`config.mk`:
```
export PLATFORM = sky130hd
export DESIGN_NAME = up_busif_top
export DESIGN_NICKNAME = d
export VERILOG_FILES = /design/src/up_pkg.sv /design/src/up_bus_if.sv /design/src/up_access_fsm.sv /design/src/up_access_timer.sv /design/src/up_busif_top.sv /design/src/up_common_regs.sv /design/src/up_user_regs.sv
export SDC_FILE = /design/constraint.sdc
export NUM_CORES = 1
export LEC_CHECK = 0
export BUFFER_PORTS_ARGS = -buffer_cell sky130_fd_sc_hd__clkbuf_2
export CORE_UTILIZATION = 40
export CTS_BUF_LIST = sky130_fd_sc_hd__clkbuf_8
export DETAILED_ROUTE_END_ITERATION = 6
export PLACE_DENSITY_LB_ADDON = 0.3
export RECOVER_POWER = 25
export SLEW_MARGIN = 40
export SYNTH_ARGS = -nofsm -noshare
export SYNTH_HDL_FRONTEND = slang
export SYNTH_HIERARCHICAL = 1
export SYNTH_SLANG_ARGS = --single-unit
```
`constraint.sdc`:
```
create_clock -name up_clk -period 2.62 [get_ports up_clk]
set_clock_uncertainty 0.1 [all_clocks]
set_input_delay 0.131 -clock up_clk [delete_from_list [all_inputs] [get_ports up_clk]]
set_output_delay 0.131 -clock up_clk [all_outputs]
set_load 0.02 [all_outputs]
```
`src/up_pkg.sv`:
```
`default_nettype none

package up_pkg;

  localparam int UP_DATA_W      = 32;
  localparam int UP_ADDR_W      = 32;
  localparam int UP_WORD_ADDR_W = 14;
  localparam int UP_BLOCK_W     = 10;
  localparam int UP_OFFSET_W    = 4;

  typedef logic [UP_DATA_W-1:0]      up_data_t;
  typedef logic [UP_ADDR_W-1:0]      up_byte_addr_t;
  typedef logic [UP_WORD_ADDR_W-1:0] up_word_addr_t;  // Byte address bits 15:2
  typedef logic [UP_BLOCK_W-1:0]     up_block_t;
  typedef logic [UP_OFFSET_W-1:0]    up_offset_t;

  // Common block map
  localparam up_block_t  COMMON_BLOCK = 10'd0;
  localparam up_offset_t REG_VERSION  = 4'h0;
  localparam up_offset_t REG_ID       = 4'h1;
  localparam up_offset_t REG_SCRATCH  = 4'h2;

  // Returned on a read that nobody answered
  localparam up_data_t TIMEOUT_DATA = 32'hdead_dead;

  // Upper bits of the word address pick the block
  function automatic up_block_t block_of(up_word_addr_t addr);
    return addr[UP_WORD_ADDR_W-1:UP_OFFSET_W];
  endfunction

  function automatic up_offset_t offset_of(up_word_addr_t addr);
    return addr[UP_OFFSET_W-1:0];
  endfunction

endpackage

`default_nettype wire

```
`src/up_bus_if.sv`:
```
`default_nettype none

interface up_bus_if;
  import up_pkg::*;

  logic          sel;    // One-cycle strobe
  logic          wr;
  up_word_addr_t addr;
  up_data_t      wdata;
  up_data_t      rdata;  // Valid with ack
  logic          ack;

  modport master (
    output sel,
    output wr,
    output addr,
    output wdata,
    input  rdata,
    input  ack
  );

  modport slave (
    input  sel,
    input  wr,
    input  addr,
    input  wdata,
    output rdata,
    output ack
  );

endinterface

`default_nettype wire

```
`src/up_access_fsm.sv`:
```
`default_nettype none

module up_access_fsm (
  input  logic                  up_clk,
  input  logic                  up_rstn,
  input  logic                  upif_sel,
  input  logic                  upif_rwn,
  input  up_pkg::up_byte_addr_t upif_addr,
  input  up_pkg::up_data_t      upif_wdata,
  output logic                  upif_wack,
  output logic                  upif_rack,
  output up_pkg::up_data_t      upif_rdata,
  up_bus_if.master              bus,
  output logic                  timer_run,
  input  logic                  timer_expired
);
  import up_pkg::*;

  typedef enum logic [1:0] {
    ST_IDLE,
    ST_STROBE,
    ST_WAIT,
    ST_RELEASE
  } state_t;

  state_t state;
  logic   done;

  assign done      = bus.ack | timer_expired;
  assign timer_run = (state == ST_WAIT);

  always_ff @(posedge up_clk) begin
    if (!up_rstn) begin
      state      <= ST_IDLE;
      bus.sel    <= 1'b0;
      bus.wr     <= 1'b0;
      bus.addr   <= '0;
      bus.wdata  <= '0;
      upif_wack  <= 1'b0;
      upif_rack  <= 1'b0;
      upif_rdata <= '0;
    end else begin
      bus.sel    <= 1'b0;  // Strobe lasts a single cycle
      upif_wack  <= 1'b0;
      upif_rack  <= 1'b0;
      upif_rdata <= '0;
      case (state)
        ST_IDLE: begin
          if (upif_sel) begin
            bus.sel   <= 1'b1;
            bus.wr    <= ~upif_rwn;
            bus.addr  <= upif_addr[15:2];
            bus.wdata <= upif_wdata;
            state     <= ST_STROBE;
          end
        end
        ST_STROBE: begin
          state <= ST_WAIT;
        end
        ST_WAIT: begin
          if (done) begin
            upif_wack <= bus.wr;
            upif_rack <= ~bus.wr;
            if (!bus.wr) begin
              upif_rdata <= bus.ack ? bus.rdata : TIMEOUT_DATA;
            end
            state <= ST_RELEASE;
          end
        end
        ST_RELEASE: begin
          if (!upif_sel) state <= ST_IDLE;  // Host must drop select first
        end
        default: state <= ST_IDLE;
      endcase
    end
  end

endmodule

`default_nettype wire

```
`src/up_access_timer.sv`:
```
`default_nettype none

module up_access_timer #(
  parameter int TIMEOUT_CYCLES = 16
) (
  input  logic up_clk,
  input  logic up_rstn,
  input  logic run,
  output logic expired
);

  localparam int CNT_W = $clog2(TIMEOUT_CYCLES + 1);

  logic [CNT_W-1:0] count;

  always_ff @(posedge up_clk) begin
    if (!up_rstn) begin
      count   <= '0;
      expired <= 1'b0;
    end else if (!run) begin
      count   <= '0;  // Restart for the next access
      expired <= 1'b0;
    end else begin
      if (count != CNT_W'(TIMEOUT_CYCLES)) begin
        count <= count + 1'b1;  // Saturates at the limit
      end
      // Fires once, on the step that brings count to the limit
      expired <= (count == CNT_W'(TIMEOUT_CYCLES - 1));
    end
  end

endmodule

`default_nettype wire

```
`src/up_busif_top.sv`:
```
`default_nettype none

module up_busif_top #(
  parameter up_pkg::up_data_t  PCORE_VERSION  = 32'h0004_0061,
  parameter up_pkg::up_data_t  PCORE_ID       = 32'd0,
  parameter up_pkg::up_block_t USER_BLOCK     = 10'd1,
  parameter int                USER_NUM_REGS  = 8,
  parameter int                USER_ACK_DELAY = 3,
  parameter int                TIMEOUT_CYCLES = 16
) (
  input  logic                  up_clk,
  input  logic                  up_rstn,
  input  logic                  upif_sel,
  input  logic                  upif_rwn,
  input  up_pkg::up_byte_addr_t upif_addr,
  input  up_pkg::up_data_t      upif_wdata,
  output logic                  upif_wack,
  output logic                  upif_rack,
  output up_pkg::up_data_t      upif_rdata
);

  up_bus_if bus_m ();
  up_bus_if bus_cmn ();
  up_bus_if bus_usr ();

  logic timer_run;
  logic timer_expired;

  // Request fans out to both blocks
  assign bus_cmn.sel   = bus_m.sel;
  assign bus_cmn.wr    = bus_m.wr;
  assign bus_cmn.addr  = bus_m.addr;
  assign bus_cmn.wdata = bus_m.wdata;
  assign bus_usr.sel   = bus_m.sel;
  assign bus_usr.wr    = bus_m.wr;
  assign bus_usr.addr  = bus_m.addr;
  assign bus_usr.wdata = bus_m.wdata;

  // Idle slaves hold zero
  assign bus_m.rdata = bus_cmn.rdata | bus_usr.rdata;
  assign bus_m.ack   = bus_cmn.ack | bus_usr.ack;

  up_access_fsm i_fsm (
    .up_clk        (up_clk),
    .up_rstn       (up_rstn),
    .upif_sel      (upif_sel),
    .upif_rwn      (upif_rwn),
    .upif_addr     (upif_addr),
    .upif_wdata    (upif_wdata),
    .upif_wack     (upif_wack),
    .upif_rack     (upif_rack),
    .upif_rdata    (upif_rdata),
    .bus           (bus_m.master),
    .timer_run     (timer_run),
    .timer_expired (timer_expired)
  );

  up_access_timer #(.TIMEOUT_CYCLES(TIMEOUT_CYCLES)) i_timer (
    .up_clk  (up_clk),
    .up_rstn (up_rstn),
    .run     (timer_run),
    .expired (timer_expired)
  );

  up_common_regs #(.PCORE_VERSION(PCORE_VERSION), .PCORE_ID(PCORE_ID)) i_common (
    .up_clk  (up_clk),
    .up_rstn (up_rstn),
    .bus     (bus_cmn.slave)
  );

  up_user_regs #(
    .USER_BLOCK     (USER_BLOCK),
    .USER_NUM_REGS  (USER_NUM_REGS),
    .USER_ACK_DELAY (USER_ACK_DELAY)
  ) i_user (
    .up_clk  (up_clk),
    .up_rstn (up_rstn),
    .bus     (bus_usr.slave)
  );

endmodule

`default_nettype wire

```
`src/up_common_regs.sv`:
```
`default_nettype none

module up_common_regs #(
  parameter up_pkg::up_data_t PCORE_VERSION = 32'h0004_0061,
  parameter up_pkg::up_data_t PCORE_ID      = 32'd0
) (
  input  logic    up_clk,
  input  logic    up_rstn,
  up_bus_if.slave bus
);
  import up_pkg::*;

  logic       hit;
  up_offset_t offset;
  up_data_t   scratch;

  assign hit    = bus.sel && (block_of(bus.addr) == COMMON_BLOCK);
  assign offset = offset_of(bus.addr);

  always_ff @(posedge up_clk) begin
    if (!up_rstn) begin
      scratch <= '0;
    end else if (hit && bus.wr && (offset == REG_SCRATCH)) begin
      scratch <= bus.wdata;  // Version and ID are read only
    end
  end

  // Answer one cycle after the strobe
  always_ff @(posedge up_clk) begin
    if (!up_rstn) begin
      bus.ack   <= 1'b0;
      bus.rdata <= '0;
    end else begin
      bus.ack <= hit;
      if (hit && !bus.wr) begin
        case (offset)
          REG_VERSION: bus.rdata <= PCORE_VERSION;
          REG_ID:      bus.rdata <= PCORE_ID;
          REG_SCRATCH: bus.rdata <= scratch;
          default:     bus.rdata <= '0;
        endcase
      end else begin
        bus.rdata <= '0;
      end
    end
  end

endmodule

`default_nettype wire

```
`src/up_user_regs.sv`:
```
`default_nettype none

module up_user_regs #(
  parameter up_pkg::up_block_t USER_BLOCK     = 10'd1,
  parameter int                USER_NUM_REGS  = 8,
  parameter int                USER_ACK_DELAY = 3
) (
  input  logic    up_clk,
  input  logic    up_rstn,
  up_bus_if.slave bus
);
  import up_pkg::*;

  localparam int IDX_W = (USER_NUM_REGS > 1) ? $clog2(USER_NUM_REGS) : 1;

  logic                      hit;
  logic [USER_ACK_DELAY-1:0] ack_sr;
  up_offset_t                offset;
  logic [IDX_W-1:0]          idx;
  logic                      in_range;
  up_data_t                  regs [USER_NUM_REGS];

  assign hit      = bus.sel && (block_of(bus.addr) == USER_BLOCK);
  assign offset   = offset_of(bus.addr);
  assign idx      = offset[IDX_W-1:0];
  assign in_range = (int'(offset) < USER_NUM_REGS);

  // Address and data are still held by the master when the ack leaves
  assign bus.ack   = ack_sr[USER_ACK_DELAY-1];
  assign bus.rdata = (bus.ack && !bus.wr && in_range) ? regs[idx] : '0;

  always_ff @(posedge up_clk) begin
    if (!up_rstn) begin
      ack_sr <= '0;
    end else begin
      ack_sr[0] <= hit;
      for (int i = 1; i < USER_ACK_DELAY; i++) begin
        ack_sr[i] <= ack_sr[i-1];
      end
    end
  end

  always_ff @(posedge up_clk) begin
    if (!up_rstn) begin
      for (int i = 0; i < USER_NUM_REGS; i++) begin
        regs[i] <= '0;
      end
    end else if (bus.ack && bus.wr && in_range) begin
      regs[idx] <= bus.wdata;  // Offsets past the bank are dropped
    end
  end

endmodule

`default_nettype wire
```
==> metrics <==
Mapped Cells between 1500 and 2000; Area contributors post-synth edfxtp_1 (42%), dfxtp_1 (17%), and2_1 (9.1%), mux4_2 (7.5%), nand2_1 (5.5%); max-slew violations 0; Initial Utilization 40.7%; Main synth FF type edfxtp_1; FMAX 429 MHz; Slew @ Worst Pin 1030 ps; WP data arrival ~2700 ps; # port buffers 83; Mapped Nets 1619; final setup fails 0; Tcrit/Tclk final 89.0%; met1 Use GR 26.9%; die width 217 um; core box area 45500 um^2; Layout area overhead 16.9%; status complete, no violations; Clock transition at path regs roughly 60 ps; vias per std cell 5.02; Place WS 392 ps; RSZ-0062 raised after global routing no; final WL between 40000 and 50000 um; I/O pin cnt 102; All-Layer GR Usage about a fifth; CP Data Required Time 2970 ps; CTS root buffer clkbuf_8; min Tclk post-route about 2300 ps; largest net degree at the start of global routing 77; max_cap viols 0; Multi-input gate area a little under 7000 um^2; CP Max Fanout between 40 and 50; worst hold-check path type in -> reg; layout cell share with drive strength beyond 1 18.9%; CTS Buf Count 71; sequential cell area 10900 um^2; final hold vios 0; die area around 47000 um^2; LEAKAGE 7.71 nW; number of synthesized flops with an enable pin 256; most common cell after layout, fill and taps aside nand2_1; CP Capture Type register; Syn. warnings 6; initial antenna violation count 0; Post-DRT Antenna Nets 0; DP Wirelength 26500 um; grt met3 use roughly 3.2%; first-pass GRT wire length 70800 um; most frequent cells in the layout nand2_1 (270), edfxtp_1 (256), and2_1 (232), dfxtp_1 (156), nand2b_1 (90); Startpoint Class register; final core area utilization 47.6%; M2 GR Usage 33.5%; area fraction of the dominant cell type after synthesis 41.6%; chip height approximately 220 um; CTS sink cnt 414; Async SR Flop Fraction 0%; flops & latches, synth 414; synthesized area per cell 12.0 um^2; Rows 78; Avg WL per Cell 19.6 um; RD Place Congestion 0.746; drt pass-1 iters 5; gr busiest metal met2; fin worst setup slack 290 ps; Yosys cell types 50; gr ovfl total 0; Post-CTS Setup Inserts 0; power per standard cell area 704 nW/um^2; Post-Syn Area 18500 um^2; nets 1778; area leader, netlist edfxtp_1; initial drt markers 811; CTS max path bufs 3; TritonCTS clock tree built; Max VDD drop between 0.4 and 0.5 mV; routed via count roughly 12000; H-tree depth 3; Worst Path Class, Setup reg -> reg; clk_lat worst skew between 600 and 700 ps; DRC violations left 0; Max-slew headroom 31.0%; TNS Setup 0 ps; number of global-route vias before repair 11900; Filler Cell Count 4172; sequential area share after synthesis 58.7%
==> cell usage after synthesis (2+ instances only) <==
| cell | instances |
|---|---|
| buf_2 | 30 |
| buf_1 | 4 |
| mux4_2 | 62 |
| or3_1 | 4 |
| mux2_2 | 3 |
| dfxtp_1 | 158 |
| inv_1 | 57 |
| buf_4 | 5 |
| a21oi_2 | 20 |
| nand4bb_1 | 2 |
| edfxtp_1 | 256 |
| nand2b_1 | 98 |
| mux2i_1 | 34 |
| a21boi_0 | 46 |
| clkbuf_1 | 59 |
| nor2_1 | 11 |
| buf_6 | 8 |
| nand3_1 | 3 |
| nor3_2 | 10 |
| nor4_2 | 28 |
| or2_1 | 33 |
| ha_1 | 7 |
| nor4_1 | 3 |
| nand2_1 | 270 |
| and2_1 | 269 |
| and3_1 | 4 |
| nor3b_1 | 2 |
| a21oi_1 | 36 |
==> critical path, cell delays in order (launching register included) <==
cell      delay, ps
dfxtp_4         370
buf_12          290
nand2_1         190
nor3_1          380
clkbuf_1        600
and2_0          230
==> report_power, final <==
| part | internal, mW | total (mW) | leakage [nW] | switching [mW] |
|---|---|---|---|---|
| combinational | 0.883 | 2.23 | 2.98 | 1.34 |
| sequential | 7.18 | 7.49 | 3.92 | 0.308 |
| clock | 2.92 | 5.52 | 0.804 | 2.59 |
==> metrics by stage <==
step / power (mW) / std cells / area [um^2] / hold slack (ps)
CTS: 15.4 / 2362 / 21800 / 163
global route: 15.9 / 2362 / 21600 / 201
floorplan: 9.00 / 1544 / 18500 / 176
finish: 15.2 / 2363 / 21600 / 206
detailed placement: 9.83 / 2181 / 19900 / 273
global placement: 9.78 / 2180 / 19900 / 266
==> sequential cells by signal (all words and copies together) (netlist names) <==
signal and count:
i_fsm/upif_rdata 32, i_timer/count 5, i_fsm/bus.wr 1, i_fsm/upif_wack 1
i_fsm/upif_rack 1, i_common/bus.rdata 32, i_fsm/state 2, i_common/bus.ack 1
i_common/scratch 32, i_user/regs 256, i_fsm/bus.addr 14, i_fsm/bus.sel 1
i_user/ack_sr 3, i_timer/expired 1, i_fsm/bus.wdata 32
==> logic make-up (layout without fill, tap and decap cells) <==
family | after synthesis | after routing | share of synthesized area (%)
muxes | 99 | 99 | 9.57
DFF | 414 | 414 | 58.7
AOI/OAI and AO/OA | 108 | 108 | 4.07
adders and majority gates | 7 | 7 | 0.473
and+or+nand+nor | 750 | 750 | 23.2
buffers and inverters | 164 | 382 | 3.96
xor gates and xnor gates | 2 | 2 | 0.0947
other | 0 | 1 | 0
==> cell type report <==
| cell class | count | share of cell area, % |
|---|---|---|
| Timing Repair Buffer | 192 | 6.91 |
| Clock inverter | 51 | 1.10 |
| Antenna cell | 1 | 0.0116 |
| Inverter | 58 | 1.01 |
| Tap cell | 600 | 3.47 |
| Clock buffer | 81 | 5.16 |
| Multi-Input combinational cell | 966 | 32.1 |
| Sequential cell | 414 | 50.2 |
==> layer usage <==
metal  wire length [um]  up-vias
met5                  0        -
li1                   -     5580
met2              22400      367
met1              20400     5859
met3               2620       60
met4                756        0
==> path summary, 6_finish.rpt <==
path	from	endpoint	slack, ps	cells after the start
worst min-delay path	upif_wdata[0]	i_fsm/bus.wdata[0]$_SDFFE_PN0P_	210	4
worst min register to register	i_common/scratch[31]$_SDFFE_PN0P_	i_common/bus.rdata[31]$_SDFF_PN0_	330	2
worst max register to register	i_fsm/bus.addr[0]$_SDFFE_PN0P_	i_user/regs[5][26]$_SDFFCE_PN0P_	290	5
worst max-delay path	i_fsm/bus.addr[0]$_SDFFE_PN0P_	i_user/regs[5][26]$_SDFFCE_PN0P_	290	5
==> timing repair <==
action | 4_1_cts | 5_1_grt
hold endpoints to repair | 51 | 0
endpoints found under the setup margin | 0 | 0
hold buffers | 49 | 0
gates resized for setup | 0 | 0
Note: power is estimated with default switching activity, not from simulation.
